[config.mk]
export PLATFORM = sky130hd
export DESIGN_NAME = bp_csr_axil
export DESIGN_NICKNAME = d
export VERILOG_FILES = /design/src/hdl/bp_pkg.sv /design/src/hdl/bp_csr_axil.sv
export SDC_FILE = /design/constraint.sdc
export NUM_CORES = 1
export LEC_CHECK = 0
export ABC_CLOCK_PERIOD_IN_PS = 3790
export CAP_MARGIN = 20
export CORE_AREA = 3 3 81 83
export DETAILED_ROUTE_END_ITERATION = 10
export DIE_AREA = 0 0 84 86
export DONT_BUFFER_PORTS = 1
export PLACE_DENSITY = 0.75
export SYNTH_ARGS = -nofsm -noshare
export SYNTH_HDL_FRONTEND = slang
export SYNTH_SLANG_ARGS = --single-unit
[constraint.sdc]
create_clock -name clk -period 3.79 [get_ports clk]
set_input_delay 0.379 -clock clk [delete_from_list [all_inputs] [get_ports clk]]
set_output_delay 0.379 -clock clk [all_outputs]
set_load 0.01 [all_outputs]
[src/hdl/bp_pkg.sv]
package bp_pkg;

	localparam int FETCH_NUM = 2;
	localparam int PC_OFFSET = 2; // Word aligned instructions
	localparam int SLOT_BITS = $clog2(FETCH_NUM);
	localparam int ROW_LSB = PC_OFFSET + SLOT_BITS; // Row index starts above the slot bits

	typedef logic [31:0] virt_t;
	typedef logic [1:0] ctr_t;
	typedef logic [31:0] count_t;
	typedef logic [SLOT_BITS-1:0] slot_t;

	typedef struct packed {
		logic valid;
		logic taken;
	} bht_predict_t;

	typedef struct packed {
		logic hit;
		virt_t target;
	} btb_predict_t;

	typedef struct packed {
		logic valid;
		virt_t pc;
		logic taken;
		virt_t target;
	} resolve_t;

	typedef struct packed {
		logic valid;
		virt_t pc;
		logic taken;
	} bht_update_t;

	typedef struct packed {
		logic valid;
		virt_t pc;
		virt_t target;
	} btb_update_t;

	typedef struct packed {
		logic awvalid;
		logic [31:0] awaddr;
		logic wvalid;
		logic [31:0] wdata;
		logic [3:0] wstrb;
		logic bready;
		logic arvalid;
		logic [31:0] araddr;
		logic rready;
	} axil_req_t;

	typedef struct packed {
		logic awready;
		logic wready;
		logic bvalid;
		logic [1:0] bresp;
		logic arready;
		logic rvalid;
		logic [31:0] rdata;
		logic [1:0] rresp;
	} axil_rsp_t;

	localparam logic [1:0] AXI_RESP_OKAY = 2'b00;

	localparam logic [31:0] REG_CTRL = 32'h0;
	localparam logic [31:0] REG_RESOLVED = 32'h4;
	localparam logic [31:0] REG_TAKEN = 32'h8;

endpackage

[src/hdl/bp_csr_axil.sv]
module bp_csr_axil (
	input  logic clk,
	input  logic rst,
	input  bp_pkg::axil_req_t axil_req,
	output bp_pkg::axil_rsp_t axil_rsp,
	input  bp_pkg::count_t resolved_count,
	input  bp_pkg::count_t taken_count,
	output logic flush_req
);
	import bp_pkg::*;

	logic awready, wready, bvalid, arready, rvalid;
	logic aw_held, w_held;
	logic [31:0] awaddr_q;
	logic flush_bit_q;
	logic [31:0] rdata_q;
	logic aw_hs, w_hs, ar_hs, commit;
	logic aw_held_d, w_held_d, bvalid_d, rvalid_d;

	assign aw_hs = axil_req.awvalid && awready;
	assign w_hs = axil_req.wvalid && wready;
	assign ar_hs = axil_req.arvalid && arready;
	assign commit = aw_held && w_held && !bvalid; // Both halves of the write are in

	assign aw_held_d = commit ? 1'b0 : (aw_held || aw_hs);
	assign w_held_d = commit ? 1'b0 : (w_held || w_hs);
	assign bvalid_d = commit || (bvalid && !axil_req.bready);
	assign rvalid_d = ar_hs || (rvalid && !axil_req.rready);

	always_ff @(posedge clk) begin
		if (rst) begin
			{awready, wready, bvalid, aw_held, w_held, flush_req} <= '0;
			{arready, rvalid} <= '0;
		end else begin
			aw_held <= aw_held_d;
			w_held <= w_held_d;
			bvalid <= bvalid_d;
			awready <= !aw_held_d && !bvalid_d;
			wready <= !w_held_d && !bvalid_d;
			flush_req <= commit && (awaddr_q == REG_CTRL) && flush_bit_q;
			rvalid <= rvalid_d;
			arready <= !rvalid_d; // One read outstanding at a time
		end
	end

	always_ff @(posedge clk) begin
		if (aw_hs) awaddr_q <= axil_req.awaddr;
		if (w_hs) flush_bit_q <= axil_req.wstrb[0] && axil_req.wdata[0];
		if (ar_hs) begin
			case (axil_req.araddr)
				REG_RESOLVED: rdata_q <= resolved_count;
				REG_TAKEN: rdata_q <= taken_count;
				default: rdata_q <= '0; // REG_CTRL is write only
			endcase
		end
	end

	assign axil_rsp.awready = awready;
	assign axil_rsp.wready = wready;
	assign axil_rsp.bvalid = bvalid;
	assign axil_rsp.bresp = AXI_RESP_OKAY;
	assign axil_rsp.arready = arready;
	assign axil_rsp.rvalid = rvalid;
	assign axil_rsp.rdata = rdata_q;
	assign axil_rsp.rresp = AXI_RESP_OKAY;

endmodule

==> results.py <==
metrics = {
    "run_status": {
        "status": "finished, final reports clean",
    },
    "global_route": {
        "grt_overflow_total": 0,
        "first_global_vias": 1739,
        "track_usage_pct": 17.6,
        "grt_pass1_wl_mm": 9.40,
        "antenna_found_initial": 0,
        "grt_max_degree": 35,
    },
    "timing": {
        "hold_violations": 0,
        "final-max-slew-violation-count": 0,
        "tightest_slew_ns": 0.822,
        "setup_violations": 0,
        "relSlewSlack_pct": 45.1,
        "skew_ns": 0.00948,
        "timing.final.crit_share_pct": 49.3,
        "period_needed_ns": 1.87,
        "clock.fmax_mhz": 535,
        "rsz0062_at_grt": "no",
        "finalSetupTns_ns": 0,
    },
    "detailed_routing": {
        "firstDrtPassIters": 4,
        "num_vias": 1737,
        "wl_per_cell_microns": 23.5,
        "drcViolationCount": 0,
        "first_iter_violations": 79,
        "vias_per_cell": 6.20,
        "wl_mm": 6.58,
        "ant_nets": 0,
    },
    "critical_path": {
        "cp-start-kind": "primary input",
        "crit_path_max_fanout": 32,
        "critPathArrivalTime_ns": 2.00,
        "cp.required_ns": 3.93,
        "critPathCaptureType": "flop",
        "critPathKind": "primary input to flop",
    },
    "clocking": {
        "cts_made_buffers": 9,
        "cts_max_path_buffers": 2,
        "path_clk_slew_ns": 0.08,
        "hold_buffers": 0,
        "cts_setup_buffers": 0,
        "cts_tree": "built",
        "root_buffer": "clkbuf_8",
        "clkLatencyLatePin_ns": 0.34,
        "clock-sinks": 73,
        "cts.repair.resized": 0,
        "h-tree-depth": 3,
    },
    "power_and_ir_drop": {
        "p_per_area_nw_per_um2": 483,
        "clockPowerShare_pct": 34.1,
        "leakage_nw": 0.961,
        "p_int_mw": 1.17,
        "peakVddDrop_mv": 0.230,
        "sw_frac_of_total_pct": 22.3,
        "total_switching_power_uw": 334,
        "p_seq_share_pct": 61.6,
        "comb_power_share_pct": 4.3,
    },
    "cells_and_area": {
        "final_common_cell": "edfxtp_1",
        "final_util_pct": 52.4,
        "antenna_cells": 0,
        "drive_above_1_share_pct": 11.2,
        "most-common-layout-cells": "65 x edfxtp_1, 33 x nor3_1, 32 x a22oi_1",
        "final_nets": 371,
        "syn2layout_area_growth_pct": 6.12,
    },
    "flow_run": {
        "max_cap_viol_count": 0,
    },
    "synthesis": {
        "synth.ff_latch_count": 73,
        "syn_inst": 205,
        "ys_types": 20,
        "ys_warn_count": 0,
        "synthTopCellsByArea": "edfxtp_1 67%, a22oi_1 8.2%, nor3_1 5.6%",
        "synth_area_leader_cell": "edfxtp_1",
        "synth_top_area_share_pct": 66.7,
        "syn_area_sq_um": 2930,
        "postSynthAreaPerCell_sq_um": 14.3,
        "synth_seq_area_share_pct": 72.2,
    },
    "die": {
        "dieArea_sq_um": 7220,
        "coreArea_sq_um": 5920,
        "start_util_pct": 49.4,
        "die_x_microns": 84,
        "fp.dieH_microns": 86,
        "num_rows": 28,
        "io_pins": 213,
    },
    "place": {
        "dp_hpwl_mm": 5.02,
        "io_buffers": 0,
        "gp_congestion": 0.774,
    },
    "worst_hold_path": {
        "hp-class": "primary input to flop",
    },
}
[state kept, by name, indices dropped and copies added, names as in the netlist]
name         count
awaddr_q        32
bvalid           1
wready           1
flush_bit_q      1
w_held           1
aw_held          1
flush_req        1
arready          1
awready          1
rdata_q         32
rvalid           1
[critical path: stages]
cell and delay, ns:
nor4_1 0.44, nand4_2 0.74, nor3_1 0.44
[through the flow]
stage / worst slack [ns] / power, mW / hold WS (ns) / area (sq um) / std cells
6_report: 1.92 / 1.50 / 0.100 / 3100 / 280
5_1_grt: 1.79 / 1.56 / 0.0742 / 3100 / 280
4_1_cts: 1.95 / 1.51 / 0.0870 / 3070 / 278
3_5_place_dp: 1.61 / 1.00 / 0.444 / 2910 / 262
3_3_place_gp: 1.65 / 1.00 / 0.422 / 2910 / 262
2_1_floorplan: 2.19 / 0.997 / 0.417 / 2940 / 208
[Yosys cell counts]
| master | instances |
|---|---|
| and3b_1 | 1 |
| nor3_2 | 2 |
| nor3_1 | 33 |
| nand4_1 | 3 |
| inv_1 | 1 |
| nor2b_1 | 4 |
| buf_4 | 9 |
| nand2_1 | 1 |
| nor2_1 | 7 |
| conb_1 | 1 |
| nand4_2 | 1 |
| dfxtp_1 | 8 |
| clkbuf_1 | 12 |
| edfxtp_1 | 65 |
| and2_1 | 4 |
| buf_6 | 3 |
| a22oi_1 | 32 |
| nor4b_1 | 1 |
| a21oi_1 | 1 |
| nor4_1 | 16 |
[worst paths after layout]
kind	from	to	slack, ns	depth (start not counted)
max	axil_req[6]	rdata_q[19]$_DFFE_PP_	1.92	3
min	rst	rvalid$_SDFF_PP0_	0.10	1
max reg2reg	arready$_SDFF_PP0_	rdata_q[28]$_DFFE_PP_	2.11	2
min reg2reg	w_held$_SDFF_PP0_	wready$_SDFF_PP0_	0.45	1
[power by group through the flow]
stage | sequential, mW | combinational (mW) | clock [mW]
6_report | 0.923 | 0.0648 | 0.511
5_1_grt | 0.926 | 0.0720 | 0.566
3_5_place_dp | 0.942 | 0.0617 | 0
4_1_cts | 0.924 | 0.0619 | 0.522
3_3_place_gp | 0.941 | 0.0598 | 0
2_1_floorplan | 0.936 | 0.0608 | 0
[metal layers]
metal / vias up / routed length (microns) / track usage [%]
li1: 789 / - / -
met1: 824 / 2250 / 17.6
met2: 114 / 3490 / 30.6
met3: 10 / 764 / 10.1
met4: 0 / 74 / 6.87
met5: - / 0 / 0
[final cells by class]
| class | instances | area [sq um] |
|---|---|---|
| fill | 488 | 2820 |
| sequential | 73 | 2110 |
| multi-input combinational | 110 | 679 |
| clock buffer | 10 | 128 |
| tap | 75 | 93.8 |
| timing repair buffer | 5 | 52.6 |
| clock inverter | 6 | 35.0 |
| inverter | 1 | 3.75 |
[kinds of logic after synthesis]
family	Yosys count	share of synthesized area, %
compound gates	33	8.38
flops	73	72.2
simple gates	73	14.2
buf+inv	25	5.13
other cells	1	0.128
No activity file was read; power rests on OpenSTA's default activity.
