`src/hdl/bp_pkg.sv`:
```
package bp_pkg;

	localparam int FETCH_NUM = 2;
	localparam int PC_OFFSET = 2; // Word aligned instructions
	localparam int SLOT_BITS = $clog2(FETCH_NUM);
	localparam int ROW_LSB = PC_OFFSET + SLOT_BITS; // Row index starts above the slot bits

	typedef logic [31:0] virt_t;
	typedef logic [1:0] ctr_t;
	typedef logic [31:0] count_t;
	typedef logic [SLOT_BITS-1:0] slot_t;

	typedef struct packed {
		logic valid;
		logic taken;
	} bht_predict_t;

	typedef struct packed {
		logic hit;
		virt_t target;
	} btb_predict_t;

	typedef struct packed {
		logic valid;
		virt_t pc;
		logic taken;
		virt_t target;
	} resolve_t;

	typedef struct packed {
		logic valid;
		virt_t pc;
		logic taken;
	} bht_update_t;

	typedef struct packed {
		logic valid;
		virt_t pc;
		virt_t target;
	} btb_update_t;

	typedef struct packed {
		logic awvalid;
		logic [31:0] awaddr;
		logic wvalid;
		logic [31:0] wdata;
		logic [3:0] wstrb;
		logic bready;
		logic arvalid;
		logic [31:0] araddr;
		logic rready;
	} axil_req_t;

	typedef struct packed {
		logic awready;
		logic wready;
		logic bvalid;
		logic [1:0] bresp;
		logic arready;
		logic rvalid;
		logic [31:0] rdata;
		logic [1:0] rresp;
	} axil_rsp_t;

	localparam logic [1:0] AXI_RESP_OKAY = 2'b00;

	localparam logic [31:0] REG_CTRL = 32'h0;
	localparam logic [31:0] REG_RESOLVED = 32'h4;
	localparam logic [31:0] REG_TAKEN = 32'h8;

endpackage

```
`src/hdl/bp_ctrl.sv`:
```
module bp_ctrl (
	input  logic clk,
	input  logic rst,
	input  bp_pkg::virt_t pc,
	input  bp_pkg::bht_predict_t [bp_pkg::FETCH_NUM-1:0] bht_pred,
	input  bp_pkg::btb_predict_t [bp_pkg::FETCH_NUM-1:0] btb_pred,
	input  bp_pkg::resolve_t resolve,
	input  logic flush_req,
	output bp_pkg::bht_update_t bht_update,
	output bp_pkg::btb_update_t btb_update,
	output logic flush,
	output bp_pkg::virt_t next_pc,
	output logic taken_slot_valid,
	output bp_pkg::count_t resolved_count,
	output bp_pkg::count_t taken_count
);
	import bp_pkg::*;

	localparam int GROUP_BYTES = FETCH_NUM * 4;
	localparam virt_t GROUP_MASK = ~virt_t'(GROUP_BYTES - 1);

	slot_t pc_slot;
	virt_t fall_through;
	logic [FETCH_NUM-1:0] slot_taken;

	assign pc_slot = pc[PC_OFFSET +: SLOT_BITS];
	assign fall_through = (pc & GROUP_MASK) + virt_t'(GROUP_BYTES);

	// A slot redirects only when the BHT says taken and the BTB has a target for it
	always_comb begin
		for (int i = 0; i < FETCH_NUM; i++) begin
			slot_taken[i] = (i >= int'(pc_slot)) && bht_pred[i].valid &&
				bht_pred[i].taken && btb_pred[i].hit;
		end
	end

	// Walking down from the top slot leaves the lowest taken slot as the winner
	always_comb begin
		taken_slot_valid = 1'b0;
		next_pc = fall_through;
		for (int i = FETCH_NUM - 1; i >= 0; i--) begin
			if (slot_taken[i]) begin
				taken_slot_valid = 1'b1;
				next_pc = btb_pred[i].target;
			end
		end
	end

	assign bht_update.valid = resolve.valid;
	assign bht_update.pc = resolve.pc;
	assign bht_update.taken = resolve.taken;

	// Not taken branches have no target worth keeping
	assign btb_update.valid = resolve.valid && resolve.taken;
	assign btb_update.pc = resolve.pc;
	assign btb_update.target = resolve.target;

	always_ff @(posedge clk) begin
		if (rst) begin
			flush <= 1'b0;
		end else begin
			flush <= flush_req;
		end
	end

	// Statistics keep running across a flush
	always_ff @(posedge clk) begin
		if (rst) begin
			resolved_count <= '0;
			taken_count <= '0;
		end else if (resolve.valid) begin
			resolved_count <= resolved_count + count_t'(1);
			if (resolve.taken) begin
				taken_count <= taken_count + count_t'(1);
			end
		end
	end

endmodule

```
`config.mk`:
```
export PLATFORM = sky130hd
export DESIGN_NAME = bp_ctrl
export DESIGN_NICKNAME = d
export VERILOG_FILES = /design/src/hdl/bp_pkg.sv /design/src/hdl/bp_ctrl.sv
export SDC_FILE = /design/constraint.sdc
export NUM_CORES = 1
export LEC_CHECK = 0
export BUFFER_PORTS_ARGS = -buffer_cell sky130_fd_sc_hd__buf_2
export CAP_MARGIN = 15
export CELL_PAD_IN_SITES_DETAIL_PLACEMENT = 0
export CELL_PAD_IN_SITES_GLOBAL_PLACEMENT = 1
export CORE_AREA = 3 3 143 145
export DETAILED_ROUTE_END_ITERATION = 16
export DIE_AREA = 0 0 146 148
export PLACE_DENSITY_LB_ADDON = 0.1
export SLEW_MARGIN = 40
export SYNTH_ARGS = -nofsm -noshare
export SYNTH_HDL_FRONTEND = slang
export SYNTH_SLANG_ARGS = --single-unit
```
`constraint.sdc`:
```
create_clock -name clk -period 1.7 [get_ports clk]
set_input_delay 0 -clock clk [delete_from_list [all_inputs] [get_ports clk]]
set_output_delay 0 -clock clk [all_outputs]
set_load 0.01 [all_outputs]
```
==> results of run 1 <==
[logic make-up after synthesis]
family / after synthesis / synth area share [%]
and+or+nand+nor: 238 / 26.50
buffers and inverters: 127 / 18.52
xor gates and xnor gates: 82 / 15.68
AOI/OAI and AO/OA: 75 / 9.590
DFF: 65 / 28.42
adders and majority gates: 3 / 0.8198
muxes: 2 / 0.4645
[power breakdown]
part	internal, mW	switching, mW
Combinational	0.243	0.287
Clock	1.09	0.746
Sequential	1.52	0.00740
[worst paths after layout]
check / startpoint / end / depth (start not counted)
hold / removal: resolve[19] / btb_update[19] / 0
setup / recovery: taken_count[15] / taken_count[29] / 5
setup reg to reg: taken_count[15] / taken_count[29] / 5
hold reg to reg: taken_count[1] / taken_count[1] / 2
[stage by stage]
step	setup WS (ns)	instances
CTS	-0.06293	1021
floorplan	-0.06238	592
global placement	-0.1560	1004
global route	-0.1186	1025
finish	-0.04852	1025
detailed placement	-0.1894	1004
[area by class of cell]
| type | instances | area (µm²) |
|---|---|---|
| clock buffers | 10 | 250.2 |
| multi-input cells | 400 | 2525 |
| well taps | 265 | 331.6 |
| flip-flops and latches | 65 | 1340 |
| repair buffers | 268 | 1521 |
| clock inverters | 6 | 47.55 |
| diodes | 2 | 5.005 |
| fillers | 2121 | 13280 |
| inverters | 9 | 33.78 |
[worst max-delay path, cell delays in order, from the launching register on]
cell	delay, ns
dfxtp_4	0.34
nand4_1	0.11
or4_4	0.62
nor3_4	0.17
nand2_1	0.10
mux2_4	0.29
[cells in the final DEF, fill, tap and decap left out, types with 3 or more instances in the layout]
master     Yosys  layout
clkbuf_16      0      10
o22ai_1        6       6
nor4_1         8       4
ha_1           3       3
dfxtp_2        0       7
buf_2          3     205
dfxtp_1       65      50
buf_4         98      59
and4_1         9       9
and3_1        10       9
a22oi_1       13      13
or3_1          5       5
nor3_1         7       6
inv_6          0       3
nor4_4         1       4
dfxtp_4        0       8
a21oi_1       20      20
nand4_1       30      30
xnor2_1       27      26
a21o_1         3       3
o21ai_0       27      26
nand2_1       43      43
a22o_1         3       3
nor2_1        78      77
xor2_1        55      55
nor4_2         3       4
inv_1          9       9
nand3_1       33      31
[repair_timing]
item / in CTS / in global routing
endpoints found under the setup margin: 9 / 29
endpoints found under the hold margin: 1 / 0
buffers inserted: 0 / 3
hold buffers: 1 / 0
gates resized for setup: 7 / 13
pin swaps: 0 / 5
[metal layers]
metal | vias to the layer above | share of wire [%] | track usage (%)
met1 | 2090 | 37 | 15.52
met3 | 27 | 8.8 | 6.193
li1 | 2270 | - | -
met2 | 226 | 52 | 27.80
met5 | - | 0 | 0
met4 | 0 | 2.5 | 5.409
[state kept, by name (all words and copies together), names as in the netlist]
name / flops
resolved_count: 32
taken_count: 32
flush: 1
==> impl_metrics.env, run 1 <==
export IMPL_grtUsageTotal_pct=15.13
export IMPL_netlist_top_cells_area="dfxtp_1 28%, buf_4 16%, xor2_1 11%"
export IMPL_clock_sinks=65
export IMPL_grt_pass1_vias=4620
export IMPL_synth_top_cell_by_area="dfxtp_1"
export IMPL_drt_iter0_drc=156
export IMPL_synthFlopType="dfxtp_1"
export IMPL_grt_start_max_net_pins=29
export IMPL_finalWorstSetupSlack_ns=-0.04852
export IMPL_finalHoldViolCount=0
export IMPL_setup_viol=2
export IMPL_die_area_mm2=0.02161
export IMPL_gp_congestion=0.7705
export IMPL_ant_nets=0
export IMPL_worstPathMaxFanout=9
export IMPL_synth_nets=766
export IMPL_drv_cap=0
export IMPL_totalWireLength_um=16890
export IMPL_io_pins=368
export IMPL_fin_crit_sh_pct=102.9
export IMPL_num_nets_final=927
export IMPL_ys_warnings_count=0
export IMPL_violations="setup timing"
export IMPL_grt_pass1_wl_um=26080
export IMPL_ys_types=39
export IMPL_synthCells=592
export IMPL_path_class="register to register"
export IMPL_place_area_mm2=0.005642
export IMPL_antenna_found_initial=2
export IMPL_p_leak_nw=2.743
export IMPL_root_buffer="clkbuf_16"
export IMPL_clk_latency_ns=0.34
export IMPL_io_buffers=205
export IMPL_cp_start_kind="register"
export IMPL_clk_path_buf_depth=2
export IMPL_drtPass1Iterations=4
export IMPL_grt_overflow=0
export IMPL_tns_ns=-0.07107
export IMPL_period_needed_ns=1.749
export IMPL_core_area_mm2=0.01933
export IMPL_outcome="complete, but fails checks"
export IMPL_hpwl_um=13910
export IMPL_start_util_pct=23.68
export IMPL_synthesis_area_mm2=0.004579
export IMPL_avgSynthCellArea_um2=7.735
export IMPL_fin_skew_ns=0.01018
export IMPL_totalPowerFinal_mw=3.894
export IMPL_cts_made_buffers=9
export IMPL_detail_route_vias_per_cell=4.500
export IMPL_rsz0062_at_grt="true"
export IMPL_p_per_area_mw_per_mm2=643.1
export IMPL_std_cell_rows=51
export IMPL_ys_ff_latch=65
export IMPL_yosys_area_top_type_share_pct=28.42
export IMPL_critical_path_arrival_ns=1.97
export IMPL_slew_viol_final=0
export IMPL_num_vias=4613
export IMPL_ir_drop_uv=494.7
export IMPL_wire_per_inst_um=16.48
export IMPL_yosysMostFrequentCell="buf_4"
export IMPL_utilization_pct=31.31
export IMPL_crit_required_ns=1.92
export IMPL_die_x_um=146
export IMPL_worstMarginPinSlew_ns=0.6345
export IMPL_hold_slack_ns=0.000003893
export IMPL_finish_instance_area_mm2=0.006055
export IMPL_endpoint_kind="register"
export IMPL_seq_area_frac_synth_pct=28.42
export IMPL_yosys_top_cells_count="98 x buf_4, 78 x nor2_1, 65 x dfxtp_1"
export IMPL_area_growth_pct=32.21
export IMPL_synth_edf_count=0
export IMPL_cts_tree="built"
export IMPL_async_reset_ff_share_pct=0
export IMPL_drc=0
export IMPL_r2r_slack_ns=-0.05
export IMPL_dieHeight_um=148
export IMPL_clk_pin_slew_ns=0.07
export IMPL_slew_headroom_pct=57.65
export IMPL_fmax_mhz=571.9
export IMPL_htree_levels=3
export IMPL_drive_gt1_share_pct=42.22
export IMPL_min_path_type="primary input to output pin"
(Power assumes the default switching activity.)
==> run 2, diff against run 1 <==
CORE_AREA = 3 3 170 122   (was 3 3 143 145)
DIE_AREA = 0 0 173 125   (was 0 0 146 148)
==> run 2 against run 1 <==
  * The flow still finishes with violations (setup timing)
  * Critical path depth is the same
  * Cell count grew 0.39%
  * Clock skew shrank 0.0053 ns
  * Sequential cell count is the same
  * Combinational power grew 2%
  * Critical endpoint unchanged
  * Largest power group unchanged
  * Highest routed layer unchanged
==> impl_metrics.env, run 2 (synthesized netlist as in run 1, its figures left out) <==
export IMPL_outcome="complete, but fails checks"
export IMPL_violations="setup timing"
export IMPL_dieHeight_um=125
export IMPL_crit_slowest_cell="or4_4"
export IMPL_ant_nets=0
export IMPL_totalWireLength_um=16180
export IMPL_num_vias=4611
export IMPL_finish_instance_area_mm2=0.006160
export IMPL_worstMarginPinSlew_ns=0.5885
export IMPL_fmax_mhz=574.7
export IMPL_layout_common_cells="205 x buf_2, 76 x nor2_1, 64 x buf_4"
export IMPL_wire_per_inst_um=15.72
export IMPL_cts_tree="built"
export IMPL_reg_largest_list="resolved_count x32, taken_count x32, flush x1"
export IMPL_cp_start_kind="register"
export IMPL_critPathMaxStageDelay_ns=0.63
export IMPL_p_leak_nw=2.797
export IMPL_layout_commonest_cell="buf_2"
export IMPL_utilization_pct=32.38
export IMPL_start_util_pct=24.07
export IMPL_hpwl_um=12860
export IMPL_fin_crit_sh_pct=102.4
export IMPL_finalHoldViolCount=0
export IMPL_drt_iter0_drc=173
export IMPL_setup_viol=4
export IMPL_worstPathMaxFanout=9
export IMPL_clk_latency_ns=0.33
export IMPL_crit_required_ns=1.92
export IMPL_place_area_mm2=0.005695
export IMPL_path_class="register to register"
export IMPL_ir_drop_uv=369.5
export IMPL_area_growth_pct=34.51
export IMPL_cts_made_buffers=9
export IMPL_drc=0
export IMPL_critical_path_arrival_ns=1.96
export IMPL_die_area_mm2=0.02163
export IMPL_grtUsageTotal_pct=14.26
export IMPL_period_needed_ns=1.740
export IMPL_detail_route_vias_per_cell=4.481
export IMPL_endpoint_kind="register"
export IMPL_slew_headroom_pct=60.72
export IMPL_drtPass1Iterations=4
export IMPL_grt_pass1_vias=4481
export IMPL_drive_gt1_share_pct=42.80
export IMPL_clk_path_buf_depth=2
export IMPL_num_nets_final=933
export IMPL_fin_skew_ns=0.004877
export IMPL_tns_ns=-0.1334
export IMPL_clk_pin_slew_ns=0.05
export IMPL_grt_start_max_net_pins=67
export IMPL_worstPathCellList="nand4_1 -> or4_4 -> nor3_4 -> nand2_1 -> mux2_4"
export IMPL_rsz0062_at_grt="true"
export IMPL_htree_levels=3
export IMPL_drv_cap=0
export IMPL_totalPowerFinal_mw=4.041
export IMPL_die_x_um=173
export IMPL_antenna_found_initial=1
export IMPL_finalWorstSetupSlack_ns=-0.04004
export IMPL_std_cell_rows=42
export IMPL_p_per_area_mw_per_mm2=656.0
export IMPL_gp_congestion=0.8308
export IMPL_grt_overflow=0
export IMPL_clock_sinks=65
export IMPL_root_buffer="clkbuf_16"
export IMPL_slew_viol_final=0
export IMPL_grt_pass1_wl_um=25150
export IMPL_io_pins=368
export IMPL_core_area_mm2=0.01902
export IMPL_min_path_type="primary input to output pin"
export IMPL_io_buffers=205
==> run 2: final timing paths <==
kind | start | endpoint | slack [ns] | depth (start not counted)
worst max-delay path | taken_count[17] | taken_count[29] | -0.04 | 5
worst min-delay path | resolve[22] | btb_update[22] | 0.000004 | 0
worst max register to register | taken_count[17] | taken_count[29] | -0.04 | 5
worst min register to register | taken_count[1] | taken_count[1] | 0.49 | 2
==> run 2: cell type report <==
class | count | area, µm²
Tap cell | 264 | 330.3
Clock inverter | 4 | 47.55
Multi-Input combinational cell | 400 | 2526
Clock buffer | 12 | 277.8
Fill cell | 2044 | 12860
Inverter | 9 | 33.78
Timing Repair Buffer | 274 | 1602
Antenna cell | 1 | 2.502
Sequential cell | 65 | 1340
==> run 2: through the flow <==
step	std cells	worst slack, ns	hold slack (ns)
global placement	1007	-0.08348	0.00006862
detailed placement	1007	-0.1017	0.00006862
global route	1029	-0.1275	0.00001506
CTS	1024	-0.07032	0.00006862
floorplan	592	-0.06238	0.09177
finish	1029	-0.04004	0.000004460
==> run 2: worst max-delay path, delay by kind of cell, from the launching register on <==
family	cells	cell delay, ns
flip-flops	1	0.34
multiplexers	1	0.30
AND/OR/NAND/NOR	4	0.98
==> run 2: repair_timing <==
action                                 in CTS  in global routing
endpoints found under the hold margin       1                  0
hold buffers                                1                  0
gates cloned                                0                  1
buffers inserted                            0                  4
setup endpoints to repair                   7                 36
resized for setup                           5                 13
pin swaps                                   0                  4
==> run 2: power by group <==
part | internal [mW] | switching [mW]
clock network | 1.30 | 0.678
registers | 1.52 | 0.00562
logic | 0.244 | 0.295
==> run 2: routing by layer <==
layer | GRT usage (%) | vias to the layer above | wire (µm)
met3 | 5.455 | 34 | 1398
met1 | 16.77 | 2113 | 6850
met2 | 23.54 | 187 | 7569
li1 | - | 2277 | -
met5 | 0 | - | 0
met4 | 5.669 | 0 | 357
==> run 3, diff against run 2 <==
CAP_MARGIN = not set   (was 15)
CORE_AREA = 3 3 141 143   (was 3 3 170 122)
DIE_AREA = 0 0 144 146   (was 0 0 173 125)
clock period = 1.9 ns   (was 1.7 ns; I/O delays follow)
==> run 3 against run 2 <==
  * Critical path type unchanged
  * Non-clock buffer count is 27 lower
  * The run now ends clean
  * Setup slack better by 0.14 ns
  * Utilization is 2.0 points lower
  * Critical endpoint unchanged
  * Die area is 2.8% lower
  * First-iteration DRC count is 30% lower
  * Highest routed layer unchanged
  * Largest power group unchanged
==> impl_metrics.env, run 3 (synthesized netlist as in run 1, its figures left out) <==
export IMPL_root_buffer="clkbuf_16"
export IMPL_drtPass1Iterations=5
export IMPL_path_class="register to register"
export IMPL_cts_tree="built"
export IMPL_fin_crit_sh_pct=94.99
export IMPL_drive_gt1_share_pct=37.09
export IMPL_fin_skew_ns=0.005572
export IMPL_period_needed_ns=1.805
export IMPL_start_util_pct=24.48
export IMPL_grt_pass1_wl_um=23220
export IMPL_pwr_share_comb_pct=13.9
export IMPL_finalHoldViolCount=0
export IMPL_cp_start_kind="register"
export IMPL_nFillCells=2062
export IMPL_p_clk_share_pct=44.6
export IMPL_worstPathMaxFanout=9
export IMPL_grt_pass1_vias=4298
export IMPL_slew_viol_final=0
export IMPL_layout_commonest_cell="buf_2"
export IMPL_totalWireLength_um=15080
export IMPL_final_cells=970
export IMPL_worstMarginPinSlew_ns=0.6580
export IMPL_reg_largest_list="resolved_count x32, taken_count x32, flush x1"
export IMPL_p_sw_mw=0.8374
export IMPL_drv_cap=0
export IMPL_finish_instance_area_mm2=0.005674
export IMPL_hold_slack_ns=0.000003919
export IMPL_clk_latency_ns=0.32
export IMPL_p_per_area_mw_per_mm2=585.7
export IMPL_place_area_mm2=0.005381
export IMPL_grtUsageTotal_pct=13.59
export IMPL_gp_congestion=0.7690
export IMPL_die_x_um=144
export IMPL_hpwl_um=12090
export IMPL_io_buffers=205
export IMPL_grt_start_max_net_pins=41
export IMPL_dp_cells=952
export IMPL_htree_levels=3
export IMPL_outcome="finished clean"
export IMPL_multi_input_area_mm2=0.002432
export IMPL_finalWorstSetupSlack_ns=0.09516
export IMPL_swShare_pct=25.20
export IMPL_seq_area_mm2=0.001308
export IMPL_fmax_mhz=554.1
export IMPL_p_leak_nw=2.527
export IMPL_drc=0
export IMPL_grt_overflow=0
export IMPL_p_seq_share_pct=41.4
export IMPL_clk_path_buf_depth=2
export IMPL_dieHeight_um=146
export IMPL_slew_headroom_pct=56.09
export IMPL_ant_nets=0
export IMPL_drt_iter0_drc=121
export IMPL_p_int_mw=2.486
export IMPL_tns_ns=0
export IMPL_num_antenna_cells=0
export IMPL_rsz0062_at_grt="false"
export IMPL_layout_common_cells="205 x buf_2, 77 x nor2_1, 62 x dfxtp_1"
export IMPL_dp_slack_ns=0.02862
export IMPL_cts_made_buffers=9
export IMPL_crit_required_ns=2.11
export IMPL_wire_per_inst_um=15.55
export IMPL_setup_viol=0
export IMPL_io_pins=368
export IMPL_num_nets_final=906
export IMPL_core_area_mm2=0.01871
export IMPL_num_vias=4432
export IMPL_antenna_found_initial=0
export IMPL_min_path_type="primary input to output pin"
export IMPL_clock_sinks=65
export IMPL_area_growth_pct=23.91
export IMPL_critical_path_arrival_ns=2.01
export IMPL_std_cell_rows=50
export IMPL_clk_pin_slew_ns=0.05
export IMPL_detail_route_vias_per_cell=4.569
export IMPL_endpoint_kind="register"
export IMPL_die_area_mm2=0.02102
export IMPL_ir_drop_uv=389.8
[run 3: changes by cell type in the layout (fill, tap and decap cells not counted), moves of 2 or more]
| cell | change |
|---|---|
| buf_4 | -23 |
| dfxtp_1 | +12 |
| dfxtp_4 | -7 |
| dfxtp_2 | -5 |
| nor4_1 | +5 |
| buf_12 | -3 |
| nor4_4 | -3 |
| clkbuf_1 | +2 |
| clkbuf_16 | -2 |
| nor4_2 | -2 |
[run 3: area by class of cell]
type	count	area share (%)
multi-input cells	400	42.87
flip-flops and latches	65	23.04
repair buffers	247	23.68
well taps	234	5.160
clock buffers	12	4.344
inverters	9	0.5954
clock inverters	3	0.3087
[run 3: what timing repair did]
| item | 4_1_cts | 5_1_grt |
|---|---|---|
| hold buffers | 1 | 0 |
| setup endpoints to repair | 0 | 9 |
| gates resized for setup | 0 | 3 |
| setup buffers | 0 | 2 |
| endpoints found under the hold margin | 1 | 0 |
[run 3: through the flow]
step	power, mW	utilization (%)
floorplan	1.817	-
global placement	1.875	28.76
detailed placement	1.876	28.77
CTS	3.406	30.23
global route	3.506	30.33
finish	3.323	30.33
[run 3: path summary, 6_finish.rpt]
kind	from	to	slack (ns)	cells after the start
worst max-delay path	taken_count[13]	taken_count[29]	0.1	6
worst max register to register	taken_count[13]	taken_count[29]	0.1	6
worst min-delay path	resolve[6]	btb_update[6]	0.000004	0
worst min register to register	taken_count[1]	taken_count[1]	0.49	2
[run 3: routing by layer]
layer / track usage (%) / part of all wire, % / up-vias
met5: 0 / 0 / -
met4: 3.013 / 0.64 / 0
met3: 4.436 / 9.9 / 9
met2: 23.84 / 49 / 210
met1: 15.98 / 41 / 2002
li1: - / - / 2211
[run 3: power by group through the flow]
| stage | logic, mW | clock network, mW | registers, mW |
|---|---|---|---|
| global route | 0.519 | 1.61 | 1.38 |
| floorplan | 0.404 | 0 | 1.41 |
| global placement | 0.469 | 0 | 1.41 |
| finish | 0.463 | 1.48 | 1.38 |
| detailed placement | 0.469 | 0 | 1.41 |
| CTS | 0.472 | 1.56 | 1.38 |
[run 3: worst max-delay path, cell delays in order, from the launching register on]
cell,delay (ns)
dfxtp_4,0.36
nand4_2,0.12
or4_1,0.52
buf_4,0.18
nor3_2,0.13
nand2_1,0.08
mux2_1,0.30
